[config.mk]
export PLATFORM = sky130hd
export DESIGN_NAME = lsu_top
export DESIGN_NICKNAME = d
export VERILOG_FILES = /design/src/rtl/lsu_pkg.sv /design/src/rtl/lsu_request.sv /design/src/rtl/lsu_txn_ctrl.sv /design/src/rtl/lsu_rdata_align.sv /design/src/rtl/lsu_top.sv
export SDC_FILE = /design/constraint.sdc
export NUM_CORES = 1
export LEC_CHECK = 0
export ABC_AREA = 1
export BUFFER_PORTS_ARGS = -buffer_cell sky130_fd_sc_hd__buf_2
export CAP_MARGIN = 20
export CORE_ASPECT_RATIO = 1.2
export CORE_MARGIN = 2
export CORE_UTILIZATION = 45
export DETAILED_ROUTE_END_ITERATION = 12
export GPL_TIMING_DRIVEN = 0
export PLACE_DENSITY = 0.75
export SKIP_LAST_GASP = 1
export SYNTH_ARGS = -nofsm -noshare
export SYNTH_HDL_FRONTEND = slang
export SYNTH_HIERARCHICAL = 1
export SYNTH_SLANG_ARGS = --single-unit
[constraint.sdc]
create_clock -name clk -period 9.9 [get_ports clk]
set_clock_uncertainty 0.1 [all_clocks]
set_input_delay 2.97 -clock clk [delete_from_list [all_inputs] [get_ports clk]]
set_output_delay 2.97 -clock clk [all_outputs]
set_load 0.05 [all_outputs]
[src/rtl/lsu_pkg.sv]
////////////////////////////////////////////////////////////////////////////
// lsu package: widths, access-size and extension codes, outstanding depth
// and the packed structs shared by the load/store unit blocks
////////////////////////////////////////////////////////////////////////////

package lsu_pkg;

  // plain vector types with a meaning
  typedef logic [31:0] word_t;      // data or address word
  typedef logic [3:0]  be_t;        // one enable per byte lane
  typedef logic [1:0]  byte_off_t;  // byte offset inside a word
  typedef logic [1:0]  mem_size_t;  // access size code
  typedef logic [1:0]  ext_mode_t;  // load extension code
  typedef logic [1:0]  cnt_t;       // outstanding transaction count

  ////////////////////////////////////////////////////////////////////////////
  // encodings
  ////////////////////////////////////////////////////////////////////////////

  localparam mem_size_t LSU_SIZE_WORD = 2'b00;
  localparam mem_size_t LSU_SIZE_HALF = 2'b01;
  localparam mem_size_t LSU_SIZE_BYTE = 2'b10;  // 11 decodes as byte too

  localparam ext_mode_t LSU_EXT_ZERO = 2'b00;
  localparam ext_mode_t LSU_EXT_SIGN = 2'b01;   // 11 decodes as sign too
  localparam ext_mode_t LSU_EXT_ONES = 2'b10;

  localparam int LSU_DEPTH = 2;  // max outstanding bus transactions

  ////////////////////////////////////////////////////////////////////////////
  // structs
  ////////////////////////////////////////////////////////////////////////////

  // access as presented by the EX stage
  typedef struct packed {
    logic      we;            // store when set
    mem_size_t size;
    ext_mode_t ext;
    byte_off_t reg_off;       // byte offset of the data inside the register
    logic      use_incr;      // address is op_a + op_b
    logic      second_phase;  // second half of a misaligned access
    word_t     op_a;
    word_t     op_b;
    word_t     wdata;
  } ex_req_t;

  // OBI address phase
  typedef struct packed {
    word_t addr;
    logic  we;
    be_t   be;
    word_t wdata;
  } obi_req_t;

  // control kept for the response phase
  typedef struct packed {
    logic      we;
    mem_size_t size;
    ext_mode_t ext;
    byte_off_t off;
  } wb_ctrl_t;

endpackage

[src/rtl/lsu_request.sv]
////////////////////////////////////////////////////////////////////////////
// lsu request path: address generation, misalignment detection, byte
// enables and write data rotation, forming the OBI address phase
////////////////////////////////////////////////////////////////////////////

`timescale 1ns/1ps

module lsu_request (
  input  logic              ex_valid_i,
  input  lsu_pkg::ex_req_t  ex_req_i,
  input  lsu_pkg::cnt_t     cnt_i,
  output logic              data_req_o,
  output lsu_pkg::obi_req_t bus_req_o,
  output lsu_pkg::byte_off_t addr_off_o,
  output logic              data_misaligned_o
);

  import lsu_pkg::*;

  word_t     addr;       // full byte address of the access
  byte_off_t off;        // low address bits
  byte_off_t wdata_sh;   // rotation amount in bytes
  be_t       be;
  word_t     wdata_rot;

  // address from operands
  assign addr = ex_req_i.use_incr ? (ex_req_i.op_a + ex_req_i.op_b) : ex_req_i.op_a;
  assign off  = addr[1:0];

  ////////////////////////////////////////////////////////////////////////////
  // byte enables
  ////////////////////////////////////////////////////////////////////////////

  always_comb begin
    case (ex_req_i.size)
      LSU_SIZE_WORD: begin
        if (!ex_req_i.second_phase) begin
          be = be_t'(4'b1111 << off);  // upper lanes from the offset
        end else begin
          be = be_t'(4'b1111 >> (3'd4 - {1'b0, off}));  // spill lanes, 0 at offset 0
        end
      end
      LSU_SIZE_HALF: begin
        if (!ex_req_i.second_phase) begin
          be = be_t'(4'b0011 << off);  // offset 3 keeps only lane 3
        end else begin
          be = 4'b0001;              // upper byte lands in lane 0
        end
      end
      default: be = be_t'(4'b0001 << off);  // byte, both codes
    endcase
  end

  // misaligned when a word is off a word boundary, or a half crosses it
  always_comb begin
    data_misaligned_o = 1'b0;
    if (ex_valid_i && !ex_req_i.second_phase) begin
      case (ex_req_i.size)
        LSU_SIZE_WORD: data_misaligned_o = (off != 2'b00);
        LSU_SIZE_HALF: data_misaligned_o = (off == 2'b11);
        default:       data_misaligned_o = 1'b0;
      endcase
    end
  end

  ////////////////////////////////////////////////////////////////////////////
  // write data rotation
  ////////////////////////////////////////////////////////////////////////////

  assign wdata_sh = off - ex_req_i.reg_off;  // wraps mod 4

  always_comb begin
    case (wdata_sh)
      2'b00:   wdata_rot = ex_req_i.wdata;
      2'b01:   wdata_rot = {ex_req_i.wdata[23:0], ex_req_i.wdata[31:24]};
      2'b10:   wdata_rot = {ex_req_i.wdata[15:0], ex_req_i.wdata[31:16]};
      default: wdata_rot = {ex_req_i.wdata[7:0],  ex_req_i.wdata[31:8]};
    endcase
  end

  // request only while below the outstanding limit
  assign data_req_o = ex_valid_i && (cnt_i < cnt_t'(LSU_DEPTH));

  // second phase goes to the next word, which EX already points at
  assign bus_req_o.addr  = ex_req_i.second_phase ? {addr[31:2], 2'b00} : addr;
  assign bus_req_o.we    = ex_req_i.we;
  assign bus_req_o.be    = be;
  assign bus_req_o.wdata = wdata_rot;

  assign addr_off_o = off;  // for load data alignment

endmodule

[src/rtl/lsu_txn_ctrl.sv]
////////////////////////////////////////////////////////////////////////////
// lsu transaction control: outstanding count, EX and WB readiness,
// busy flag and the strobe that moves an access from EX into WB
////////////////////////////////////////////////////////////////////////////

`timescale 1ns/1ps

module lsu_txn_ctrl (
  input  logic          clk,
  input  logic          rst_n,
  input  logic          ex_valid_i,
  input  logic          data_req_i,
  input  logic          data_gnt_i,
  input  logic          data_rvalid_i,
  output lsu_pkg::cnt_t cnt_o,
  output logic          lsu_ready_ex_o,
  output logic          lsu_ready_wb_o,
  output logic          busy_o,
  output logic          upd_o
);

  import lsu_pkg::*;

  cnt_t cnt_q;
  cnt_t cnt_d;
  logic count_up;    // address phase accepted
  logic count_down;  // response returned
  logic accepted;

  assign accepted   = data_req_i && data_gnt_i;
  assign count_up   = accepted;
  assign count_down = data_rvalid_i;  // rvalid only follows an accepted request

  ////////////////////////////////////////////////////////////////////////////
  // outstanding counter
  ////////////////////////////////////////////////////////////////////////////

  always_comb begin
    case ({count_up, count_down})
      2'b10:   cnt_d = cnt_q + cnt_t'(1);
      2'b01:   cnt_d = cnt_q - cnt_t'(1);
      default: cnt_d = cnt_q;  // idle, or one in and one out
    endcase
  end

  always_ff @(posedge clk or negedge rst_n) begin
    if (!rst_n) begin
      cnt_q <= '0;
    end else begin
      cnt_q <= cnt_d;
    end
  end

  assign cnt_o = cnt_q;

  ////////////////////////////////////////////////////////////////////////////
  // readiness
  ////////////////////////////////////////////////////////////////////////////

  // WB is free when empty, or when its pending response arrives now
  assign lsu_ready_wb_o = (cnt_q == '0) ? 1'b1 : data_rvalid_i;

  // EX and WB advance together once WB holds an access
  always_comb begin
    if (!ex_valid_i) begin
      lsu_ready_ex_o = 1'b1;
    end else begin
      case (cnt_q)
        2'd0:    lsu_ready_ex_o = accepted;
        2'd1:    lsu_ready_ex_o = accepted && data_rvalid_i;
        default: lsu_ready_ex_o = data_rvalid_i;  // full, req is held off
      endcase
    end
  end

  assign upd_o  = lsu_ready_ex_o && ex_valid_i;  // load WB control
  assign busy_o = (cnt_q != '0) || data_req_i;   // in flight or about to be

endmodule

[src/rtl/lsu_rdata_align.sv]
////////////////////////////////////////////////////////////////////////////
// lsu read data path: WB control register, two-beat assembly of
// misaligned loads, and zero, sign or ones extension
////////////////////////////////////////////////////////////////////////////

`timescale 1ns/1ps

module lsu_rdata_align (
  input  logic               clk,
  input  logic               rst_n,
  input  logic               upd_i,
  input  lsu_pkg::ex_req_t   ex_req_i,
  input  lsu_pkg::byte_off_t addr_off_i,
  input  logic               misaligned_i,
  input  logic               rvalid_i,
  input  lsu_pkg::word_t     rdata_i,
  output lsu_pkg::word_t     ex_rdata_o
);

  import lsu_pkg::*;

  wb_ctrl_t    wb_q;       // control of the access awaiting its response
  word_t       rdata_q;    // first beat, or last finished load value
  word_t       rdata_w;    // word, assembled across beats if needed
  logic [15:0] half_sel;
  logic [7:0]  byte_sel;
  word_t       rdata_ext;

  // fill bit for the upper part of a narrow load
  function automatic logic ext_fill(input ext_mode_t mode, input logic msb);
    case (mode)
      LSU_EXT_ZERO: return 1'b0;
      LSU_EXT_ONES: return 1'b1;
      default:      return msb;  // 01 and 11
    endcase
  endfunction

  always_ff @(posedge clk or negedge rst_n) begin
    if (!rst_n) begin
      wb_q <= '0;
    end else if (upd_i) begin  // access moves on to wait for rvalid
      wb_q.we   <= ex_req_i.we;
      wb_q.size <= ex_req_i.size;
      wb_q.ext  <= ex_req_i.ext;
      wb_q.off  <= addr_off_i;
    end
  end

  ////////////////////////////////////////////////////////////////////////////
  // lane selection
  ////////////////////////////////////////////////////////////////////////////

  always_comb begin
    case (wb_q.off)
      2'b00: begin
        rdata_w  = rdata_i;
        half_sel = rdata_i[15:0];
        byte_sel = rdata_i[7:0];
      end
      2'b01: begin
        rdata_w  = {rdata_i[7:0], rdata_q[31:8]};
        half_sel = rdata_i[23:8];
        byte_sel = rdata_i[15:8];
      end
      2'b10: begin
        rdata_w  = {rdata_i[15:0], rdata_q[31:16]};
        half_sel = rdata_i[31:16];
        byte_sel = rdata_i[23:16];
      end
      default: begin
        rdata_w  = {rdata_i[23:0], rdata_q[31:24]};
        half_sel = {rdata_i[7:0], rdata_q[31:24]};  // straddles the boundary
        byte_sel = rdata_i[31:24];
      end
    endcase
  end

  // extend to the register width
  always_comb begin
    case (wb_q.size)
      LSU_SIZE_WORD: rdata_ext = rdata_w;
      LSU_SIZE_HALF: rdata_ext = {{16{ext_fill(wb_q.ext, half_sel[15])}}, half_sel};
      default:       rdata_ext = {{24{ext_fill(wb_q.ext, byte_sel[7])}}, byte_sel};
    endcase
  end

  // keep the raw first beat while a misaligned load is split, else the result
  always_ff @(posedge clk) begin
    if (rvalid_i && !wb_q.we) begin
      if (ex_req_i.second_phase || misaligned_i) begin
        rdata_q <= rdata_i;
      end else begin
        rdata_q <= rdata_ext;
      end
    end
  end

  assign ex_rdata_o = rvalid_i ? rdata_ext : rdata_q;

endmodule

[src/rtl/lsu_top.sv]
////////////////////////////////////////////////////////////////////////////
// lsu top: data-memory load/store unit between the EX stage and an
// OBI data bus, up to two transactions in flight
////////////////////////////////////////////////////////////////////////////

`timescale 1ns/1ps

module lsu_top (
  input  logic              clk,
  input  logic              rst_n,
  // EX stage
  input  logic              ex_valid_i,
  input  lsu_pkg::ex_req_t  ex_req_i,
  output lsu_pkg::word_t    ex_rdata_o,
  output logic              data_misaligned_o,
  output logic              lsu_ready_ex_o,
  output logic              lsu_ready_wb_o,
  output logic              busy_o,
  // OBI data bus
  output logic              data_req_o,
  input  logic              data_gnt_i,
  input  logic              data_rvalid_i,
  output lsu_pkg::obi_req_t bus_req_o,
  input  lsu_pkg::word_t    data_rdata_i
);

  import lsu_pkg::*;

  cnt_t      cnt;       // outstanding count
  byte_off_t addr_off;  // access offset for load alignment
  logic      upd;       // EX to WB update

  lsu_request i_lsu_request (
    .ex_valid_i       (ex_valid_i),
    .ex_req_i         (ex_req_i),
    .cnt_i            (cnt),
    .data_req_o       (data_req_o),
    .bus_req_o        (bus_req_o),
    .addr_off_o       (addr_off),
    .data_misaligned_o(data_misaligned_o)
  );

  lsu_txn_ctrl i_lsu_txn_ctrl (
    .clk           (clk),
    .rst_n         (rst_n),
    .ex_valid_i    (ex_valid_i),
    .data_req_i    (data_req_o),
    .data_gnt_i    (data_gnt_i),
    .data_rvalid_i (data_rvalid_i),
    .cnt_o         (cnt),
    .lsu_ready_ex_o(lsu_ready_ex_o),
    .lsu_ready_wb_o(lsu_ready_wb_o),
    .busy_o        (busy_o),
    .upd_o         (upd)
  );

  lsu_rdata_align i_lsu_rdata_align (
    .clk         (clk),
    .rst_n       (rst_n),
    .upd_i       (upd),
    .ex_req_i    (ex_req_i),
    .addr_off_i  (addr_off),
    .misaligned_i(data_misaligned_o),
    .rvalid_i    (data_rvalid_i),
    .rdata_i     (data_rdata_i),
    .ex_rdata_o  (ex_rdata_o)
  );

endmodule

---- Word level (Yosys, flattened, before mapping) ----
Index checks and enable logic that the tools add are counted.
word-level totals
  input port bits ......................... 142
  register bits after elaboration ......... 41
  output and inout bits ................... 106
operators by class
  shifts and indexed selects .............. 4
  reduce and logical (&&, ||, !) cells .... 19
  order comparisons ....................... 1
  equal/unequal tests ..................... 11
  mux-type cells .......................... 20
  add/subtract/negate cells ............... 5
operator list
  operator                                                               count
  32-bit case mux with 3 select lines                                    2
  32-bit two-way mux                                                     3
  32-bit case mux with 2 select lines                                    1
  16-bit case mux with 3 select lines                                    1
  32-bit adder                                                           1
  8-bit case mux with 3 select lines                                     1
  2-bit by 1-bit equality test with 1-bit output, second input constant  6
  2-bit zero test                                                        6
  2-bit equality test, second input constant                             5
  4-bit two-way mux                                                      2
  1-bit case mux with 2 select lines                                     4
  4-bit case mux with 2 select lines                                     1
  1-bit logical AND                                                      6
  2-bit nonzero test                                                     3
  2-bit case mux with 2 select lines                                     1
  1-bit by 2-bit << shifter with 4-bit output, first input constant      1
  2-bit by 2-bit << shifter with 4-bit output, first input constant      1
  4-bit by 2-bit << shifter with 4-bit output, first input constant      1
  4-bit by 3-bit >> shifter with 4-bit output, first input constant      1
  1-bit two-way mux                                                      3
  3-bit by 2-bit subtractor with 3-bit output, first input constant      1
  2-bit by 1-bit adder with 2-bit output, second input constant          1
  1-bit zero test                                                        2
  1-bit logical OR                                                       2
  other kinds (4)                                                        4

---- Depth between registers and ports, before layout ----
Gate-level depths: netlist of run 1.
  depth in word-level cells ............... 7
  mapped depth ............................ 15

---- Cells and area by module ----
The synthesis of run 1 kept the hierarchy.
by module, submodules not included
  module           times used  seq. area each (sq um)  cells each  area an instance (sq um)
  lsu_request      1           0.0                     790         3895.0
  lsu_rdata_align  1           1136.1                  642         3738.6
  lsu_txn_ctrl     1           50.0                    29          205.2

---- Least setup slack after synthesis of run 1 ----
OpenSTA, ideal clock, no wires.
  path type ............................... input to output
  from .................................... input ex_req_i[32] (netlist bit)
  to ...................................... output bus_req_o[34] (netlist bit)
  arrival ................................. 6.048 ns
  path slack .............................. 0.782 ns
  buffers on the path ..................... 0
  cell stages on the path ................. 6
  cells stage by stage .................... ha_1 inv_1 fa_1 o21ai_4 ha_1 o311ai_0
RTL lines
  element          RTL line       source
  start, declared  lsu_top.sv:13  input lsu_pkg::ex_req_t ex_req_i,
  end, declared    lsu_top.sv:23  output lsu_pkg::obi_req_t bus_req_o,

==> metrics.txt, run 1 <==
DRT iter0 DRCs=969; critical path class=primary input to primary output; gr usage total=33.6%; Post-Route Utilization=56.3%; Tmin final=9.04 ns; root buffer cell=clkbuf_16; largest net degree at the start of global routing=19; main combinational cell family by area after synthesis=simple AND/OR/NAND/NOR gates; Rel. slew slack=44.9%; Setup Fix Bufs, Post-CTS=0; outcome=finished clean; setup_tns=0 ns; final hold violations=0; RSZ-0062 raised after global routing=no; Buffers on Ports=246; clock edge transition at the registers on the reported setup and hold paths=0.07 ns; layout cells sized above 1=18.5%; register area share after synthesis=15.1%; Syn Nets=1646; peak supply drop=0.000109 V; PostCTS Resize Cnt=0; Slew Limit Fails=0; Skew-Pair Late Insertion Delay=0.29 ns; adder-cell share of the synthesized area=6.96%; Final #Nets=1900; vias in the first global route=9924; post-route ant nets=0; vias per cell=5.48; Ys Warns=6; CTS max path bufs=2; synth unique cells=44; DR vias=10600; DP Wirelength=26400 um; clk sinks=41; Synth Area in XOR/XNOR=1.90%; final total power=2.44 mW; Post-Route WL=32600 um; compound-cell area share of the yosys netlist=14.0%; die area=18500 um2; Slew @ Worst Pin=0.826 ns; initial core utilization=46.2%; design area=9560 um2; DR WL/cell=16.9 um; Avg Cell Area, Syn=5.37 um2; total core area=17000 um2; Routability Congestion=1.02; Post-DP Area=9380 um2; Cell Count, Final, Fillers Out=1934; Synth Area in Simple Gates=48.9%; synth-to-layout area growth=22.0%; DR pass1 iterations=6; leakage power=5.54 nW; Tcrit/Tclk final=91.3%; WP data arrival=5.97 ns; CP startpoint kind=primary input; Placed Instances=1924; count of max-cap constraint violations=0; final setup fails=0; Die Width=124 um; pwr dens=256 nW/um2; critical path fanouts, max=10; CTS Buf Count=5; GRT overflow=0; Hold Crit Class=flop to flop; Worst Path Required=6.83 ns; DIE HEIGHT=149 um; Seq cells post-synth=41; mapped cell area=7840 um2; nature of the critical path endpoint=primary output; I/O pin count=248; multiplexer share of the synthesized area=0.287%; f_max=0.111 GHz; H-Tree Depth=2; CTS tree=yes; Site Rows=52; initial antenna violation count=3; first-pass GRT wire length=50500 um; Syn Inst Count=1461; fillcell total=1876; DRC errors left=0; cts hold-fix bufs=0
cells by family after synthesis:
logic type	count (synthesis)
flip-flops	41
AND/OR/NAND/NOR	938
adder cells (fa/ha/maj)	43
multiplexers	2
buffers and inverters	232
AO/OA/AOI/OAI	188
XOR/XNOR	17
routing by layer:
| layer | wire length [um] | share of wire (%) | global-route usage (%) | up-vias |
|---|---|---|---|---|
| met5 | 13 | 0.040 | 0 | - |
| met4 | 1600 | 4.9 | 17.0 | 2 |
| met3 | 2880 | 8.8 | 5.50 | 120 |
| met2 | 15800 | 49 | 60.4 | 592 |
| met1 | 12300 | 38 | 38.6 | 4700 |
| li1 | - | - | - | 5179 |
power breakdown:
group / total [mW] / leakage, nW / internal, mW / switching (mW)
sequential: 0.313 / 0.414 / 0.268 / 0.0447
clock: 0.202 / 0.0908 / 0.125 / 0.0766
combinational: 1.93 / 5.03 / 0.505 / 1.42
metrics by stage:
stage | hold slack, ns | worst slack, ns
final | 0.417 | 0.860
after global routing | 0.448 | 0.701
after CTS | 0.428 | 0.876
after detailed placement | 0.418 | 0.878
after global placement | 0.394 | 0.902
after floorplan | 0.368 | 0.782
placed cells by master (no fill, tap or decap), types with 12 or more instances in the layout:
| cell | n |
|---|---|
| a21oi_1 | 46 |
| buf_2 | 259 |
| buf_6 | 12 |
| clkbuf_1 | 26 |
| edfxtp_1 | 32 |
| ha_1 | 42 |
| inv_1 | 163 |
| nand2_1 | 706 |
| nand3_1 | 123 |
| nand4_1 | 12 |
| nor2_1 | 63 |
| o2111ai_1 | 25 |
| o21ai_0 | 46 |
| o21ai_1 | 52 |
| xnor2_1 | 15 |
final cells by class:
cell class                      count  area, um2  area share, %
Buffer                             60        354           3.70
Multi-Input combinational cell   1188       5650           59.1
Antenna cell                        2       5.00         0.0523
Clock inverter                      1       8.76         0.0916
Timing Repair Buffer              247       1260           13.2
Sequential cell                    41       1190           12.4
Clock buffer                        7        175           1.83
Inverter                          172        656           6.86
Tap cell                          216        270           2.83
synthesized netlist by cell type (all sizes together):
cell type  count  area, um2
o21ai         99        507
and2           1       6.26
clkbuf        26       97.6
dfrtp          9        225
o2111ai       26        234
inv          172        656
a211oi         1       7.51
or2           11       68.8
xor2           2       17.5
a21o           1       7.51
o211ai         2       15.0
buf           34        256
nor3           3       15.0
o311ai         2       17.5
nand2        711       2700
xnor2         15        131
nor2          71        304
nand3b         4       30.0
nand2b         1       6.26
fa             1       20.0
o221ai         1       8.76
ha            42        526
mux2           2       22.5
a21oi         46        230
o22ai          7       43.8
o21bai         3       22.5
nand3        124        626
nand4         12       75.1
edfxtp        32        961
flip-flops by register name, summed over array words and instances, names as in the netlist:
name	flops
i_lsu_rdata_align/rdata_q	32
i_lsu_rdata_align/wb_q	7
i_lsu_txn_ctrl/cnt_o	2
worst paths after layout:
check,start,endpoint,slack [ns],depth (start not counted)
worst max-delay path,ex_req_i[32],bus_req_o[25],0.86,11
worst min-delay path,i_lsu_txn_ctrl/cnt_o[0]$_DFFE_PN0P_,i_lsu_txn_ctrl/cnt_o[0]$_DFFE_PN0P_,0.42,1
worst max register to register,i_lsu_rdata_align/wb_q[5]$_DFFE_PN0P_,i_lsu_rdata_align/rdata_q[3]$_DFFE_PP_,7.33,8
worst min register to register,i_lsu_txn_ctrl/cnt_o[0]$_DFFE_PN0P_,i_lsu_txn_ctrl/cnt_o[0]$_DFFE_PN0P_,0.42,1
max in group asynchronous,rst_n,i_lsu_rdata_align/wb_q[0]$_DFFE_PN0P_,7.10,1
min in group asynchronous,rst_n,i_lsu_txn_ctrl/cnt_o[1]$_DFFE_PN0P_,2.42,1
critical path: stages:
cell and delay, ns:
buf_2 0.12, ha_1 0.27, or2_2 0.28, o21ai_0 0.28, ha_1 0.44, inv_1 0.16
clkbuf_1 0.42, clkbuf_1 0.44, nand3_1 0.13, o2111ai_1 0.13, buf_2 0.31
Power figures use the tool's default switching activity.
==> run 2: changes to the inputs <==
- ABC_AREA: 1 -> 0
- PLACE_DENSITY: 0.75 -> 0.77
- SYNTH_HIERARCHICAL: 1 -> not set
==> run 2 against run 1 <==
Net effect: largest cell class unchanged; global-route usage down 3.9 points; critical path depth down 1; total power fell by 8.0%; hold slack got worse by 0.012 ns; cell count decreased by 37%; design area decreased by 15%; die area decreased by 17%.
==> metrics.txt, run 2 <==
root buffer cell=clkbuf_16; Reg-to-Reg Start=i_lsu_rdata_align.wb_q[0]$_DFFE_PN0P_; fraction of registers with async set/reset=22.0%; Buffers on Ports=244; DR vias=7502; Net Switching=1.31 mW; commonest non-fill, non-tap cells in the layout=buf_2 (252), a21oi_1 (106), nor2_1 (88); first-pass GRT wire length=36300 um; Cell Count, Final, Fillers Out=1222; synth-to-layout area growth=25.3%; GRT overflow=0; vias per cell=6.14; DR pass1 iterations=8; pwr dens=277 nW/um2; DIE HEIGHT=135 um; Synth area leaders=edfxtp_1 (15%), mux2i_1 (12%), a21oi_1 (8.2%); synth cell count leaders=a21oi_1 (106), nor2_1 (88), mux2i_1 (77), nand2_1 (54), o21ai_0 (47); area leader, netlist=edfxtp_1; Die Width=113 um; CTS tree=yes; Seq cells post-synth=41; critical-path cell list=buf_2 -> clkbuf_1 -> mux2i_1 -> ha_1 -> xnor2_1 -> xnor2_1 -> buf_2 -> mux2i_1 -> mux2i_1 -> buf_2; peak supply drop=0.000145 V; setup_tns=0 ns; Hold Path Depth=1; CP startpoint kind=primary input; Yosys top cell area share=14.9%; max reg flops=32; mapped cell area=6470 um2; PostCTS Resize Cnt=0; leakage power=3.82 nW; outcome=finished clean; vias in the first global route=7047; Worst Path Required=6.83 ns; DRT iter0 DRCs=658; Rel. slew slack=34.1%; combinational power share=77.4%; clock share of power=8.9%; Critical path buffers and inverters=4; CTS max path bufs=2; Tmin final=9.53 ns; HP Start=i_lsu_rdata_align.wb_q[3]$_DFFE_PN0P_; commonest non-fill, non-tap cell in the layout=buf_2; Final #Nets=1227; Worst path top cell family by delay=buffers and inverters; DP Wirelength=19000 um; Site Rows=48; nature of the critical path endpoint=primary output; Routability Congestion=0.996; register area share after synthesis=18.3%; Seq pwr share=13.7%; Top FF cell, synth=edfxtp_1; Tcrit/Tclk final=96.3%; CTS Buf Count=5; post-route ant nets=0; count of max-cap constraint violations=0; largest net degree at the start of global routing=33; gr usage total=29.7%; Worst path slowest cell=xnor2_1; most frequent cell after synthesis=a21oi_1; layout cells sized above 1=31.4%; synth unique cells=62; WHS=0.405 ns; RSZ-0062 raised after global routing=no; critical path class=primary input to primary output; Syn Inst Count=790; Avg Cell Area, Syn=8.19 um2; total core area=14200 um2; Ys Warns=0; I/O pin count=248; initial antenna violation count=6; f_max=0.105 GHz; Setup Fix Bufs, Post-CTS=0; Hold Crit Class=flop to flop; final setup fails=0; path depth of the worst reg2reg path=6; WP depth=10; R2R setup slack=6.72 ns; final total power=2.25 mW; H-Tree Depth=2; Pint=939 uW; final hold violations=0; DRC errors left=0; clk sinks=41; critical path fanouts, max=10; clock edge transition at the registers on the reported setup and hold paths=0.06 ns; Placed Instances=1210; Post-Route WL=24000 um; die area=15300 um2; Slew Limit Fails=0; EDFF count, synth=32; crit path from=ex_req_i[97]; Syn Nets=975; DR WL/cell=19.7 um; Skew-Pair Late Insertion Delay=0.29 ns; Biggest register=i_lsu_rdata_align.rdata_q; slowest stage delay, CP=0.70 ns; cts hold-fix bufs=0; switch share=58.3%; Slew @ Worst Pin=0.986 ns; WP data arrival=6.46 ns; initial core utilization=45.4%
[run 2: cell count changes in the layout (fill, tap and decap cells not counted), moves of 52 or more]
cell | previous run | this run
nand3_1 | 123 | 13
a21oi_1 | 46 | 106
inv_1 | 163 | 25
mux2i_1 | 0 | 77
nand2_1 | 706 | 54
o21ai_1 | 52 | 0
[run 2: through the flow]
step	utilization [%]	instance area, um2	setup WS [ns]
after floorplan	-	6470	0.475
after global placement	55.5	7910	0.317
after detailed placement	55.6	7920	0.347
after CTS	56.9	8100	0.332
after global routing	56.9	8110	0.0728
final	56.9	8110	0.367
[run 2: worst register-to-register path, cell delays in order, from the launching register on]
cell      delay (ns)
dfrtp_1         0.46
buf_1           0.56
clkbuf_1        0.50
buf_1           0.53
mux4_2          0.39
a21oi_1         0.26
a21oi_1         0.10
[run 2: metal layers]
| layer | vias to the layer above | wire, um | track usage, % |
|---|---|---|---|
| li1 | 3484 | - | - |
| met1 | 3479 | 9000 | 35.2 |
| met2 | 450 | 11600 | 52.0 |
| met3 | 85 | 2340 | 6.76 |
| met4 | 4 | 1000 | 12.0 |
| met5 | - | 24 | 0 |
[run 2: power groups by stage]
| stage | Clock [mW] | Combinational (mW) | Sequential, mW |
|---|---|---|---|
| 3_5_place_dp | 0 | 1.70 | 0.311 |
| 5_1_grt | 0.204 | 1.84 | 0.315 |
| 6_report | 0.200 | 1.74 | 0.309 |
| 3_3_place_gp | 0 | 1.69 | 0.310 |
| 4_1_cts | 0.201 | 1.71 | 0.308 |
| 2_1_floorplan | 0 | 1.31 | 0.296 |
[run 2: worst paths after layout]
kind                                                                end
worst max-delay path                                      bus_req_o[24]
max in group asynchronous         i_lsu_rdata_align.wb_q[6]$_DFFE_PN0P_
worst min-delay path              i_lsu_rdata_align.wb_q[3]$_DFFE_PN0P_
worst max register to register  i_lsu_rdata_align.rdata_q[21]$_DFFE_PP_
min in group asynchronous           i_lsu_txn_ctrl.cnt_o[1]$_DFFE_PN0P_
worst min register to register    i_lsu_rdata_align.wb_q[3]$_DFFE_PN0P_
[run 2: final cells by class]
cell class	instances	area [um2]
sequential	41	1190
inverter	25	93.8
timing repair buffer	245	1230
tap	175	219
antenna	4	10.0
buffer	57	226
fill	1315	6130
clock buffer	6	139
clock inverter	2	37.5
multi-input combinational	667	4970
[run 2: cells by family (layout without fill, tap and decap cells)]
kind of cell | after synthesis | count (layout) | synth area share, %
adder cells (fa/ha/maj) | 43 | 43 | 8.44
flip-flops | 41 | 41 | 18.3
AO/OA/AOI/OAI | 256 | 256 | 25.5
other | 0 | 4 | 0
buffers and inverters | 82 | 335 | 4.95
AND/OR/NAND/NOR | 209 | 209 | 14.7
multiplexers | 132 | 132 | 24.3
XOR/XNOR | 27 | 27 | 3.77
